--- src/rtl/rtc_pkg.sv ---
package rtc_pkg;

  //////////////////////////////////////////////////
  // Port numbers seen by the processor
  //////////////////////////////////////////////////

  // Latched RTC register address, read back on the same port
  localparam logic [7:0] port_rtc_dir      = 8'd12;
  // Bit 0 queues a read, bit 1 clears overflow
  localparam logic [7:0] port_rtc_ctrl_in  = 8'd13;
  localparam logic [7:0] port_rtc_ctrl_out = 8'd1;
  localparam logic [7:0] port_rtc_data_in  = 8'd15;
  localparam logic [7:0] port_rtc_data_out = 8'd2;
  // Same number as data_out, but write side only
  localparam logic [7:0] port_disp_sec     = 8'd2;

  // Status byte bit positions
  localparam int stat_busy     = 0;
  localparam int stat_full     = 1;
  localparam int stat_overflow = 2;
  localparam int stat_irq      = 3;
  localparam int stat_rdvalid  = 4;

  // Command fields, packed as {op, addr, wdata}
  localparam int cmd_addr_w = 8;
  localparam int cmd_data_w = 8;
  localparam int cmd_w      = 1 + cmd_addr_w + cmd_data_w;

  // Operation bit
  localparam logic op_read  = 1'b0;
  localparam logic op_write = 1'b1;

endpackage

--- src/rtl/rtc_cmd_if.sv ---
`timescale 1ns/1ns

interface rtc_cmd_if
  import rtc_pkg::*;
();

  // Handshake
  logic                  valid;
  logic                  ready;

  // Command payload
  logic                  op;
  logic [cmd_addr_w-1:0] addr;
  logic [cmd_data_w-1:0] wdata;

  // Side that offers commands
  modport producer (
    output valid, op, addr, wdata,
    input  ready
  );

  // Side that takes commands
  modport consumer (
    input  valid, op, addr, wdata,
    output ready
  );

endinterface

--- src/rtl/rtc_port_decoder.sv ---
`timescale 1ns/1ns

module rtc_port_decoder
  import rtc_pkg::*;
(
  input  logic       clk,
  input  logic       reset,
  input  logic [7:0] port_id,
  input  logic [7:0] out_port,
  input  logic       write_strobe,
  input  logic       read_strobe,
  input  logic       irq_n,
  rtc_cmd_if.producer cmd,
  input  logic [7:0] rdata,
  input  logic       rdata_valid,
  input  logic       master_busy,
  input  logic       fifo_full,
  output logic [7:0] in_port,
  output logic [7:0] disp_sec
);

  logic [cmd_addr_w-1:0] addr_reg;
  logic [7:0]            rd_byte;
  logic                  overflow;
  logic                  rdvalid;
  logic [1:0]            irq_sync;
  logic [7:0]            status;
  logic                  wr_data;
  logic                  wr_ctrl;
  logic                  new_cmd;
  logic                  held;

  //////////////////////////////////////////////////
  // Port write decode
  //////////////////////////////////////////////////

  assign wr_data = write_strobe && (port_id == port_rtc_data_in);
  assign wr_ctrl = write_strobe && (port_id == port_rtc_ctrl_in);
  // Data write or read request
  assign new_cmd = wr_data || (wr_ctrl && out_port[0]);
  // Command still waiting on the FIFO
  assign held    = cmd.valid && !cmd.ready;

  // Address and display registers
  always_ff @(posedge clk)
  begin
    if (reset)
    begin
      addr_reg <= '0;
      disp_sec <= 8'h66;
    end
    else
    begin
      if (write_strobe && port_id == port_rtc_dir)
        addr_reg <= out_port;
      if (write_strobe && port_id == port_disp_sec)
        disp_sec <= out_port;
    end
  end

  // Held command, dropped when the slot is still occupied
  always_ff @(posedge clk)
  begin
    if (reset)
      cmd.valid <= 1'b0;
    else if (new_cmd && !held)
      cmd.valid <= 1'b1;
    else if (cmd.ready)
      cmd.valid <= 1'b0;
  end

  always_ff @(posedge clk)
  begin
    if (new_cmd && !held)
    begin
      cmd.op    <= wr_data ? op_write : op_read;
      cmd.addr  <= addr_reg;
      cmd.wdata <= wr_data ? out_port : 8'h00;
    end
  end

  //////////////////////////////////////////////////
  // Status flags
  //////////////////////////////////////////////////

  always_ff @(posedge clk)
  begin
    if (reset)
    begin
      overflow <= 1'b0;
      rdvalid  <= 1'b0;
      irq_sync <= 2'b11;
    end
    else
    begin
      // Set wins over a clear in the same cycle
      if (new_cmd && held)
        overflow <= 1'b1;
      else if (wr_ctrl && out_port[1])
        overflow <= 1'b0;
      if (rdata_valid)
        rdvalid <= 1'b1;
      else if (read_strobe && port_id == port_rtc_data_out)
        rdvalid <= 1'b0;
      // Two-flop sync of the chip IRQ
      irq_sync <= {irq_sync[0], irq_n};
    end
  end

  // Last byte returned by the bus master
  always_ff @(posedge clk)
  begin
    if (rdata_valid)
      rd_byte <= rdata;
  end

  always_comb
  begin
    status                = '0;
    status[stat_busy]     = cmd.valid || master_busy;
    status[stat_full]     = fifo_full;
    status[stat_overflow] = overflow;
    status[stat_irq]      = ~irq_sync[1];
    status[stat_rdvalid]  = rdvalid;
  end

  // Registered input port mux
  always_ff @(posedge clk)
  begin
    if (reset)
      in_port <= '0;
    else
      case (port_id)
        port_rtc_dir:      in_port <= addr_reg;
        port_rtc_ctrl_out: in_port <= status;
        port_rtc_data_out: in_port <= rd_byte;
        default:           in_port <= '0;
      endcase
  end

  // Fields of a waiting command must not move until the FIFO takes it
  a_held_stable: assert property (@(posedge clk) disable iff (reset)
    cmd.valid && !cmd.ready |=> cmd.valid && $stable({cmd.op, cmd.addr, cmd.wdata}));

endmodule

--- src/rtl/rtc_cmd_fifo.sv ---
`timescale 1ns/1ns

module rtc_cmd_fifo
  import rtc_pkg::*;
#(
  parameter int fifo_depth = 4
)
(
  input  logic        clk,
  input  logic        reset,
  rtc_cmd_if.consumer wr,
  rtc_cmd_if.producer rd,
  output logic        full
);

  localparam int ptr_w = (fifo_depth > 1) ? $clog2(fifo_depth) : 1;

  logic [cmd_w-1:0] mem [fifo_depth];
  logic [ptr_w-1:0] wr_ptr;
  logic [ptr_w-1:0] rd_ptr;
  logic [ptr_w:0]   count;
  logic             push;
  logic             pop;

  assign full     = (count == (ptr_w+1)'(fifo_depth));
  assign wr.ready = !full;
  assign push     = wr.valid && wr.ready;
  assign pop      = rd.valid && rd.ready;

  // Head entry shows as soon as it is stored
  assign rd.valid = (count != '0);
  assign {rd.op, rd.addr, rd.wdata} = mem[rd_ptr];

  //////////////////////////////////////////////////
  // Storage and pointers
  //////////////////////////////////////////////////

  always_ff @(posedge clk)
  begin
    if (push)
      mem[wr_ptr] <= {wr.op, wr.addr, wr.wdata};
  end

  // Depth is a power of two, pointers wrap on their own
  always_ff @(posedge clk)
  begin
    if (reset)
    begin
      wr_ptr <= '0;
      rd_ptr <= '0;
      count  <= '0;
    end
    else
    begin
      if (push)
        wr_ptr <= wr_ptr + 1'b1;
      if (pop)
        rd_ptr <= rd_ptr + 1'b1;
      if (push && !pop)
        count <= count + 1'b1;
      else if (pop && !push)
        count <= count - 1'b1;
    end
  end

  a_count_max: assert property (@(posedge clk) disable iff (reset)
    count <= (ptr_w+1)'(fifo_depth));

  // Full FIFO with no pop leaves the write side untouched next cycle
  a_no_write_full: assert property (@(posedge clk) disable iff (reset)
    full && !pop |=> $stable(wr_ptr) && full);

endmodule

--- src/rtl/rtc_bus_master.sv ---
`timescale 1ns/1ns

module rtc_bus_master
  import rtc_pkg::*;
#(
  // At least 2, the write strobe needs a release cycle
  parameter int phase_cycles = 2
)
(
  input  logic        clk,
  input  logic        reset,
  rtc_cmd_if.consumer cmd,
  output logic        cs_n,
  output logic        ad_n,
  output logic        rd_n,
  output logic        wr_n,
  output logic [7:0]  bus_out,
  output logic        bus_oe,
  input  logic [7:0]  bus_in,
  output logic [7:0]  rdata,
  output logic        rdata_valid,
  output logic        busy
);

  localparam int cnt_w = $clog2(phase_cycles + 1);

  // FSM states
  localparam logic [1:0] st_idle    = 2'd0;
  localparam logic [1:0] st_addr    = 2'd1;
  localparam logic [1:0] st_data    = 2'd2;
  localparam logic [1:0] st_recover = 2'd3;

  logic [1:0]            state;
  logic [cnt_w-1:0]      phase_cnt;
  logic                  last;
  logic                  op_q;
  logic [cmd_addr_w-1:0] addr_q;
  logic [cmd_data_w-1:0] wdata_q;

  assign last      = (phase_cnt == cnt_w'(phase_cycles - 1));
  assign cmd.ready = (state == st_idle);
  // Pending work at the input also counts as busy
  assign busy      = (state != st_idle) || cmd.valid;

  //////////////////////////////////////////////////
  // Phase sequencing
  //////////////////////////////////////////////////

  always_ff @(posedge clk)
  begin
    if (reset)
    begin
      state     <= st_idle;
      phase_cnt <= '0;
    end
    else
      case (state)
        st_idle:
          if (cmd.valid)
          begin
            state     <= st_addr;
            phase_cnt <= '0;
          end
        st_addr, st_data:
          if (last)
          begin
            state     <= (state == st_addr) ? st_data : st_recover;
            phase_cnt <= '0;
          end
          else
            phase_cnt <= phase_cnt + 1'b1;
        default:
          state <= st_idle;
      endcase
  end

  // Command capture and read sampling
  always_ff @(posedge clk)
  begin
    if (cmd.valid && cmd.ready)
    begin
      op_q    <= cmd.op;
      addr_q  <= cmd.addr;
      wdata_q <= cmd.wdata;
    end
    // Sample on the last data cycle, chip still driving
    if (state == st_data && last && op_q == op_read)
      rdata <= bus_in;
  end

  //////////////////////////////////////////////////
  // Chip strobes
  //////////////////////////////////////////////////

  assign cs_n = !(state == st_addr || state == st_data);
  assign ad_n = (state != st_addr);
  // Write strobe rises on the last phase cycle, bus and ad_n still stable
  assign wr_n = !((state == st_addr || (state == st_data && op_q == op_write)) && !last);
  assign rd_n = !(state == st_data && op_q == op_read);
  assign bus_oe  = (state == st_addr) || (state == st_data && op_q == op_write);
  assign bus_out = (state == st_data) ? wdata_q : addr_q;

  // Read byte handed back on the recovery cycle
  assign rdata_valid = (state == st_recover) && (op_q == op_read);

  a_strobe_excl: assert property (@(posedge clk) disable iff (reset)
    state == st_data |-> rd_n || wr_n);

  a_no_drive_on_read: assert property (@(posedge clk) disable iff (reset)
    !rd_n |-> !bus_oe);

  // Accepted read returns its byte a fixed time later
  a_read_latency: assert property (@(posedge clk) disable iff (reset)
    cmd.valid && cmd.ready && cmd.op == op_read |-> ##(2*phase_cycles+1) rdata_valid);

endmodule

--- src/rtl/rtc_io_top.sv ---
`timescale 1ns/1ns

module rtc_io_top #(
  parameter int fifo_depth   = 4,
  parameter int phase_cycles = 2
)
(
  input  logic       clk,
  input  logic       reset,
  // Processor port side
  input  logic [7:0] port_id,
  input  logic [7:0] out_port,
  input  logic       write_strobe,
  input  logic       read_strobe,
  input  logic       irq_n,
  output logic [7:0] in_port,
  output logic [7:0] disp_sec,
  // RTC chip side, active low strobes
  output logic       cs_n,
  output logic       ad_n,
  output logic       rd_n,
  output logic       wr_n,
  output logic [7:0] bus_out,
  output logic       bus_oe,
  input  logic [7:0] bus_in
);

  logic [7:0] rdata;
  logic       rdata_valid;
  logic       master_busy;
  logic       fifo_full;

  // Decoder to FIFO, FIFO to bus master
  rtc_cmd_if cmd_in ();
  rtc_cmd_if cmd_out ();

  rtc_port_decoder u_decoder (
    .clk          (clk),
    .reset        (reset),
    .port_id      (port_id),
    .out_port     (out_port),
    .write_strobe (write_strobe),
    .read_strobe  (read_strobe),
    .irq_n        (irq_n),
    .cmd          (cmd_in.producer),
    .rdata        (rdata),
    .rdata_valid  (rdata_valid),
    .master_busy  (master_busy),
    .fifo_full    (fifo_full),
    .in_port      (in_port),
    .disp_sec     (disp_sec)
  );

  rtc_cmd_fifo #(
    .fifo_depth (fifo_depth)
  ) u_fifo (
    .clk   (clk),
    .reset (reset),
    .wr    (cmd_in.consumer),
    .rd    (cmd_out.producer),
    .full  (fifo_full)
  );

  rtc_bus_master #(
    .phase_cycles (phase_cycles)
  ) u_master (
    .clk         (clk),
    .reset       (reset),
    .cmd         (cmd_out.consumer),
    .cs_n        (cs_n),
    .ad_n        (ad_n),
    .rd_n        (rd_n),
    .wr_n        (wr_n),
    .bus_out     (bus_out),
    .bus_oe      (bus_oe),
    .bus_in      (bus_in),
    .rdata       (rdata),
    .rdata_valid (rdata_valid),
    .busy        (master_busy)
  );

endmodule

--- config.mk ---
export PLATFORM = sky130hd
export DESIGN_NAME = rtc_io_top
export DESIGN_NICKNAME = d
export VERILOG_FILES = /design/src/rtl/rtc_pkg.sv /design/src/rtl/rtc_cmd_if.sv /design/src/rtl/rtc_port_decoder.sv /design/src/rtl/rtc_cmd_fifo.sv /design/src/rtl/rtc_bus_master.sv /design/src/rtl/rtc_io_top.sv
export SDC_FILE = /design/constraint.sdc
export NUM_CORES = 1
export LEC_CHECK = 0
export ABC_AREA = 1
export BUFFER_PORTS_ARGS = -buffer_cell sky130_fd_sc_hd__buf_2
export CAP_MARGIN = 20
export CELL_PAD_IN_SITES_DETAIL_PLACEMENT = 1
export CELL_PAD_IN_SITES_GLOBAL_PLACEMENT = 1
export CORE_MARGIN = 2
export CORE_UTILIZATION = 51
export DETAILED_ROUTE_END_ITERATION = 12
export PLACE_DENSITY = 0.91
export SYNTH_ARGS = -nofsm -noshare
export SYNTH_HDL_FRONTEND = slang
export SYNTH_HIERARCHICAL = 1
export SYNTH_SLANG_ARGS = --single-unit
--- constraint.sdc ---
create_clock -name clk -period 6.2 [get_ports clk]
set_input_delay 1.24 -clock clk [delete_from_list [all_inputs] [get_ports clk]]
set_output_delay 1.24 -clock clk [all_outputs]
set_load 0.005 [all_outputs]
==> impl_metrics.json, run 1 <==
{
  "grt_max_degree": 36,
  "ys_types": 32,
  "cp.depth": 6,
  "dp_hpwl_um": 9600,
  "crit_chain": "inv_1, ha_1, inv_2, nand2_1, nand2_1, buf_2",
  "ys_seq_area_share_pct": 69.0,
  "cts_inserted_buffers": 17,
  "report.final.hold_viol_count": 0,
  "max_slew_margin_pct": 29.5,
  "crit_buf_inv": 3,
  "rsz0062_at_grt": "no",
  "drive_gt1_share_pct": 22.5,
  "ys_ff_latch": 160,
  "routed_wl_um": 15200,
  "yosys_warnings": 6,
  "diodes": 0,
  "synthFlopType": "edfxtp_1",
  "design.core.area_um2": 12100,
  "end_kind": "output pin",
  "setup_violations": 0,
  "crit_slowest_cell": "ha_1",
  "hold_buffers": 0,
  "insertion_delay_ns": 0.42,
  "worst_clock_skew_ns": 0.00813,
  "start_util_pct": 52.5,
  "clkPwrFrac_pct": 34.2,
  "yosys.area.top_type": "edfxtp_1",
  "regArea_um2": 4380,
  "final_nets": 639,
  "largest-register": "u_fifo/mem",
  "swShare_pct": 30.2,
  "fill_cells": 1273,
  "cts_max_level": 4,
  "antenna_found_initial": 0,
  "largest_register_ffs": 68,
  "wl_per_cell_um": 19.5,
  "drt_iter0_drc": 244,
  "syn_nets": 575,
  "r2r_slack_ns": 4.06,
  "critical-path-top-delay-family": "buffers and inverters",
  "multi_input_comb_area_um2": 1630,
  "dieArea_um2": 13400,
  "setup_slack_ns": 3.16,
  "synthToLayoutAreaGrowth_pct": 15.6,
  "seq_power_share_pct": 42.6,
  "ir_drop_mv": 0.206,
  "final_area_um2": 7350,
  "vias": 4147,
  "fin_crit_sh_pct": 49.0,
  "crit_required_ns": 4.96,
  "r2r-end": "u_fifo/count[2]",
  "crit_start": "u_master/state[0]",
  "rr_startpoint": "u_master/state[0]",
  "worst_slew_pin_slew_ns": 1.06,
  "cap_violations": 0,
  "track_usage_pct": 24.4,
  "die_w_um": 116,
  "top_usage_layer": "met2",
  "gr-usage-met3_pct": 6.64,
  "crit_end": "bus_out[0]",
  "hold_path.class": "flip-flop to flip-flop",
  "numPortBuffers": 57,
  "synth_top_area_share_pct": 55.7,
  "gp_congestion": 0.824,
  "placedInstanceArea_um2": 6750,
  "syn-cell-area_um2": 6360,
  "clock.fmax_mhz": 329,
  "synthArstFlopShare_pct": 0,
  "power.internal_w": 0.00217,
  "grt_pass1_vias": 4481,
  "die_height_um": 116,
  "crit_path_max_fanout": 10,
  "critical_path_class": "flip-flop to output pin",
  "outcome": "complete, no violations",
  "switchingPower_w": 0.000941,
  "clkTransAtPathRegs_ns": 0.06,
  "r2r_cells": 12,
  "setup_tns_ns": 0,
  "min_period_ns": 3.04,
  "cts_max_path_buffers": 2,
  "overflow": 0,
  "drc": 0,
  "grt_pass1_wl_um": 23800,
  "post_cts_buffers": 0,
  "io_pins": 58,
  "use_met2_pct": 44.7,
  "cts.sinks": 160,
  "crit_top_cell": "nand2_1",
  "synthTopCellsByArea": "edfxtp_1 (56%), dfxtp_1 (13%), nor2_1 (5.2%)",
  "fp-row-count": 40,
  "root_buffer": "clkbuf_16",
  "drtPass1Iterations": 5,
  "critical-path-max-stage-delay_ns": 0.43,
  "grtUsageMet1_pct": 27.4,
  "synth_edf_count": 118,
  "cts_tree": "done",
  "place_ws_ns": 3.36,
  "comb_power_share_pct": 23.2,
  "syn_inst": 535,
  "powerDensity_nw_per_um2": 424,
  "startpoint_type": "flip-flop",
  "avgSynthCellArea_um2": 11.9,
  "drv_slew": 0,
  "arrival_ns": 1.80,
  "leakagePower_nw": 3.01,
  "via_per_inst": 5.32,
  "postRouteAntennaNets": 0,
  "cts_resized": 0
}
[layout by cell type (no fill, tap or decap), types with 2 or more instances in the layout]
| cell | netlist | routed |
|---|---|---|
| a21oi_1 | 11 | 11 |
| buf_2 | 2 | 57 |
| buf_4 | 4 | 5 |
| bufinv_16 | 0 | 4 |
| clkbuf_16 | 0 | 17 |
| clkinv_1 | 0 | 3 |
| clkinv_2 | 0 | 5 |
| clkinvlp_4 | 0 | 2 |
| dfxtp_1 | 42 | 42 |
| edfxtp_1 | 118 | 118 |
| ha_1 | 10 | 10 |
| inv_1 | 44 | 44 |
| inv_2 | 7 | 7 |
| nand2_1 | 76 | 76 |
| nand2_2 | 4 | 4 |
| nand2_4 | 5 | 5 |
| nand3_1 | 15 | 15 |
| nand3b_1 | 2 | 2 |
| nor2_1 | 88 | 86 |
| nor2_2 | 3 | 5 |
| nor2_4 | 2 | 2 |
| nor3_1 | 11 | 11 |
| o211ai_1 | 4 | 4 |
| o21ai_0 | 23 | 23 |
| o21ai_1 | 17 | 17 |
| o21ai_2 | 10 | 10 |
| o22ai_1 | 9 | 9 |
| o22ai_2 | 8 | 8 |
| or2_2 | 3 | 3 |
[through the flow]
step | hold slack (ns) | std cells | power (W) | utilization [%]
2_1_floorplan | 0.389 | 535 | 0.00185 | -
3_3_place_gp | 0.395 | 748 | 0.00199 | 55.7
3_5_place_dp | 0.406 | 748 | 0.00205 | 55.7
4_1_cts | 0.420 | 780 | 0.00313 | 60.7
5_1_grt | 0.424 | 780 | 0.00325 | 60.7
6_report | 0.418 | 780 | 0.00311 | 60.7
[layout make-up]
| type | count | area share, % |
|---|---|---|
| clock buffer | 18 | 5.84 |
| clock inverter | 14 | 2.33 |
| inverter | 52 | 2.72 |
| multi-input combinational | 306 | 22.2 |
| sequential | 160 | 59.7 |
| tap | 168 | 2.86 |
| timing repair buffer | 62 | 4.39 |
[metal layers]
layer	part of all wire (%)	vias to the layer above
li1	-	1939
met1	40	2061
met2	54	122
met3	5.0	25
met4	1.8	0
met5	0	-
[worst min-delay path by stage]
stage                          start                     to  cells past startpoint  slack, ns
2_1_floorplan  u_decoder/irq_sync[0]  u_decoder/irq_sync[1]                      1       0.39
3_3_place_gp   u_decoder/irq_sync[0]  u_decoder/irq_sync[1]                      1       0.40
3_5_place_dp       u_master/rdata[0]   u_decoder/rd_byte[0]                      0       0.41
4_1_cts            u_master/rdata[3]   u_decoder/rd_byte[3]                      0       0.42
5_1_grt            u_master/rdata[0]   u_decoder/rd_byte[0]                      0       0.42
6_report           u_master/rdata[0]   u_decoder/rd_byte[0]                      0       0.42
[power groups by stage]
| stage | combinational, W | sequential (W) | clock, W |
|---|---|---|---|
| after global placement | 0.000648 | 0.00134 | 0 |
| after floorplan | 0.000527 | 0.00133 | 0 |
| final | 0.000721 | 0.00133 | 0.00106 |
| after CTS | 0.000727 | 0.00133 | 0.00108 |
| after global routing | 0.000797 | 0.00134 | 0.00111 |
| after detailed placement | 0.000702 | 0.00135 | 0 |
[cell families (layout without fill, tap and decap cells)]
kind of cell | count (synthesis) | in the layout | share of synthesized area [%]
adder cells (fa/ha/maj) | 11 | 11 | 2.28
buffers and inverters | 69 | 146 | 5.49
flip-flops | 160 | 160 | 69.0
AND/OR/NAND/NOR | 211 | 211 | 14.7
AO/OA/AOI/OAI | 83 | 83 | 8.46
XOR/XNOR | 1 | 1 | 0.138
[worst register-to-register path, stage by stage, from the launching register on]
cell and delay, ns:
dfxtp_1 0.40, inv_1 0.11, ha_1 0.31, nand2_4 0.12
ha_1 0.20, inv_1 0.10, fa_1 0.40, inv_1 0.09
nand2_1 0.06, nand3_1 0.10, nand2_1 0.06, nand2_1 0.05
nor2_1 0.04
[Yosys cell counts (7+ instances only)]
| cell type | count |
|---|---|
| ha_1 | 10 |
| inv_2 | 7 |
| inv_1 | 44 |
| edfxtp_1 | 118 |
| o22ai_1 | 9 |
| nor2_1 | 88 |
| o22ai_2 | 8 |
| nand2_1 | 76 |
| o21ai_0 | 23 |
| o21ai_1 | 17 |
| nor3_1 | 11 |
| nand3_1 | 15 |
| dfxtp_1 | 42 |
| a21oi_1 | 11 |
| buf_6 | 9 |
| o21ai_2 | 10 |
(Power assumes the default switching activity.)
==> run 2, diff against run 1 <==
--- a/config.mk
+++ b/config.mk
@@ -5,15 +5,15 @@
 export SDC_FILE = /design/constraint.sdc
 export NUM_CORES = 1
 export LEC_CHECK = 0
-export ABC_AREA = 1
+export ABC_AREA = 0
 export BUFFER_PORTS_ARGS = -buffer_cell sky130_fd_sc_hd__buf_2
 export CAP_MARGIN = 20
 export CELL_PAD_IN_SITES_DETAIL_PLACEMENT = 1
 export CELL_PAD_IN_SITES_GLOBAL_PLACEMENT = 1
 export CORE_MARGIN = 2
-export CORE_UTILIZATION = 51
+export CORE_UTILIZATION = 50
 export DETAILED_ROUTE_END_ITERATION = 12
-export PLACE_DENSITY = 0.91
+export PLACE_DENSITY = 0.86
 export SYNTH_ARGS = -nofsm -noshare
 export SYNTH_HDL_FRONTEND = slang
 export SYNTH_HIERARCHICAL = 1
==> constraint.sdc (replaced) <==
create_clock -name clk -period 2.91 [get_ports clk]
set_input_delay 0.582 -clock clk [delete_from_list [all_inputs] [get_ports clk]]
set_output_delay 0.582 -clock clk [all_outputs]
set_load 0.005 [all_outputs]
==> impl_metrics.json, run 2 <==
{
  "outcome": "complete, no violations",
  "r2r_cells": 9,
  "drv_slew": 0,
  "ys_seq_area_share_pct": 71.2,
  "comb_power_share_pct": 18.2,
  "clkPwrFrac_pct": 35.7,
  "synthFlopType": "edfxtp_1",
  "r2r_slack_ns": 0.65,
  "syn_inst": 381,
  "min_period_ns": 2.55,
  "crit_chain": "inv_1, ha_1, mux2_2, buf_2",
  "grt_max_degree": 37,
  "cts_max_path_buffers": 2,
  "cts_max_level": 4,
  "end_kind": "output pin",
  "ys_ff_latch": 160,
  "syn-cell-area_um2": 6160,
  "report.final.hold_viol_count": 0,
  "cap_violations": 0,
  "crit_end": "bus_out[6]",
  "seq_power_share_pct": 46.1,
  "crit_buf_inv": 2,
  "gp_congestion": 0.755,
  "vias": 3372,
  "rsz0062_at_grt": "no",
  "place_ws_ns": 0.632,
  "layout_common_cells": "edfxtp_1 (118), buf_2 (57), dfxtp_1 (42)",
  "yosysMostFrequentCell": "edfxtp_1",
  "swShare_pct": 25.9,
  "postRouteAntennaNets": 0,
  "cts_inserted_buffers": 17,
  "worst_slew_pin_slew_ns": 0.887,
  "power_w": 0.00601,
  "cp.depth": 4,
  "ys_types": 50,
  "via_per_inst": 5.53,
  "arrival_ns": 1.97,
  "setup_slack_ns": 0.361,
  "yosys.area.top_type": "edfxtp_1",
  "avgSynthCellArea_um2": 16.2,
  "antenna_found_initial": 1,
  "dp_hpwl_um": 8290,
  "grtUsageMet1_pct": 22.9,
  "clkTransAtPathRegs_ns": 0.06,
  "track_usage_pct": 19.5,
  "syn_nets": 421,
  "use_met2_pct": 33.9,
  "r2r-end": "u_fifo/count[2]",
  "wl_per_cell_um": 20.0,
  "ir_drop_mv": 0.449,
  "post_cts_buffers": 0,
  "cts.sinks": 160,
  "drtPass1Iterations": 4,
  "drc": 0,
  "numPortBuffers": 57,
  "max_slew_margin_pct": 40.8,
  "diodes": 0,
  "synthToLayoutAreaGrowth_pct": 16.2,
  "start_util_pct": 51.3,
  "crit_path_max_fanout": 10,
  "setup_violations": 0,
  "critical-path-max-stage-delay_ns": 0.53,
  "cts_tree": "done",
  "fin_crit_sh_pct": 87.6,
  "leakagePower_nw": 2.49,
  "synthArstFlopShare_pct": 0,
  "synth_top_cells_by_count": "edfxtp_1 (118), dfxtp_1 (42), nor2_1 (23)",
  "setup_tns_ns": 0,
  "drive_gt1_share_pct": 28.3,
  "critical-path-top-delay-family": "adder cells",
  "gr-usage-met3_pct": 5.22,
  "design.core.area_um2": 12000,
  "whs_ns": 0.339,
  "crit_start": "u_master/state[0]",
  "largest_register_ffs": 68,
  "insertion_delay_ns": 0.41,
  "hold_buffers": 0,
  "fp-row-count": 40,
  "die_w_um": 115,
  "power.internal_w": 0.00445,
  "synth_edf_count": 118,
  "top_usage_layer": "met2",
  "drt_iter0_drc": 164,
  "io_pins": 58,
  "die_height_um": 115,
  "switchingPower_w": 0.00156,
  "grt_pass1_vias": 3516,
  "crit_required_ns": 2.33,
  "final_nets": 490,
  "worst_clock_skew_ns": 0.00706,
  "synthTopCellsByArea": "edfxtp_1 (58%), dfxtp_1 (14%), mux4_2 (6.2%)",
  "critical_path_class": "flip-flop to output pin",
  "largest-register": "u_fifo/mem",
  "cts_resized": 0,
  "fill_cells": 1122,
  "dieArea_um2": 13200,
  "synth_top_area_share_pct": 57.5,
  "hold_path.class": "input pin to flip-flop",
  "root_buffer": "clkbuf_16",
  "routed_wl_um": 12200,
  "final_common_cell": "edfxtp_1",
  "startpoint_type": "flip-flop",
  "powerDensity_nw_per_um2": 840,
  "clock.fmax_mhz": 392,
  "crit_slowest_cell": "ha_1",
  "grt_pass1_wl_um": 18700,
  "rr_startpoint": "u_master/state[1]",
  "overflow": 0,
  "yosys_warnings": 6
}
run 2: metal layers:
metal / part of all wire [%] / up-vias / wire length (um)
met1: 43 / 1711 / 5190
met4: 1.7 / 0 / 210
met3: 3.5 / 15 / 428
li1: - / 1567 / -
met2: 52 / 79 / 6380
met5: 0 / - / 0
run 2: metrics by stage:
| step | cell area [um2] | util, % | std cells |
|---|---|---|---|
| global route | 7160 | 59.6 | 610 |
| finish | 7160 | 59.6 | 610 |
| CTS | 7160 | 59.6 | 610 |
| floorplan | 6160 | - | 381 |
| global placement | 6570 | 54.7 | 578 |
| detailed placement | 6570 | 54.7 | 578 |
run 2: worst register-to-register path: stages (launching register included):
cell	delay, ns
dfxtp_1	0.41
inv_1	0.10
ha_1	0.25
o31ai_1	0.14
ha_1	0.26
inv_1	0.06
fa_1	0.37
xor2_1	0.16
or3_1	0.30
a21oi_1	0.15
run 2: kinds of logic after synthesis:
logic type	synth area share, %
adder cells (fa/ha/maj)	2.36
multiplexers	9.47
buffers and inverters	2.62
AND/OR/NAND/NOR	10.1
flip-flops	71.2
AO/OA/AOI/OAI	3.74
XOR/XNOR	0.569
run 2: how the worst min path moves through the flow:
stage	start	to	slack [ns]	cells after the start
finish	bus_in[4]	u_master/rdata[4]	0.34	1
global route	bus_in[4]	u_master/rdata[4]	0.32	1
CTS	bus_in[2]	u_master/rdata[2]	0.32	1
detailed placement	u_master/rdata[0]	u_decoder/rd_byte[0]	0.41	0
global placement	u_decoder/irq_sync[0]	u_decoder/irq_sync[1]	0.39	1
floorplan	u_decoder/irq_sync[0]	u_decoder/irq_sync[1]	0.39	1
run 2: cell type report:
| cell class | instances | area (um2) | share of cell area [%] |
|---|---|---|---|
| Clock buffer | 21 | 483 | 6.75 |
| Clock inverter | 11 | 104 | 1.45 |
| Inverter | 12 | 45.0 | 0.629 |
| Multi-Input combinational cell | 194 | 1610 | 22.5 |
| Sequential cell | 160 | 4380 | 61.2 |
| Tap cell | 147 | 184 | 2.57 |
| Timing Repair Buffer | 65 | 345 | 4.82 |
run 2: power by group through the flow:
| stage | registers [W] | logic (W) | clock network (W) |
|---|---|---|---|
| detailed placement | 0.00282 | 0.00111 | 0 |
| floorplan | 0.00277 | 0.000851 | 0 |
| finish | 0.00277 | 0.00109 | 0.00215 |
| global placement | 0.00281 | 0.00105 | 0 |
| global route | 0.00279 | 0.00122 | 0.00227 |
| CTS | 0.00277 | 0.00112 | 0.00218 |
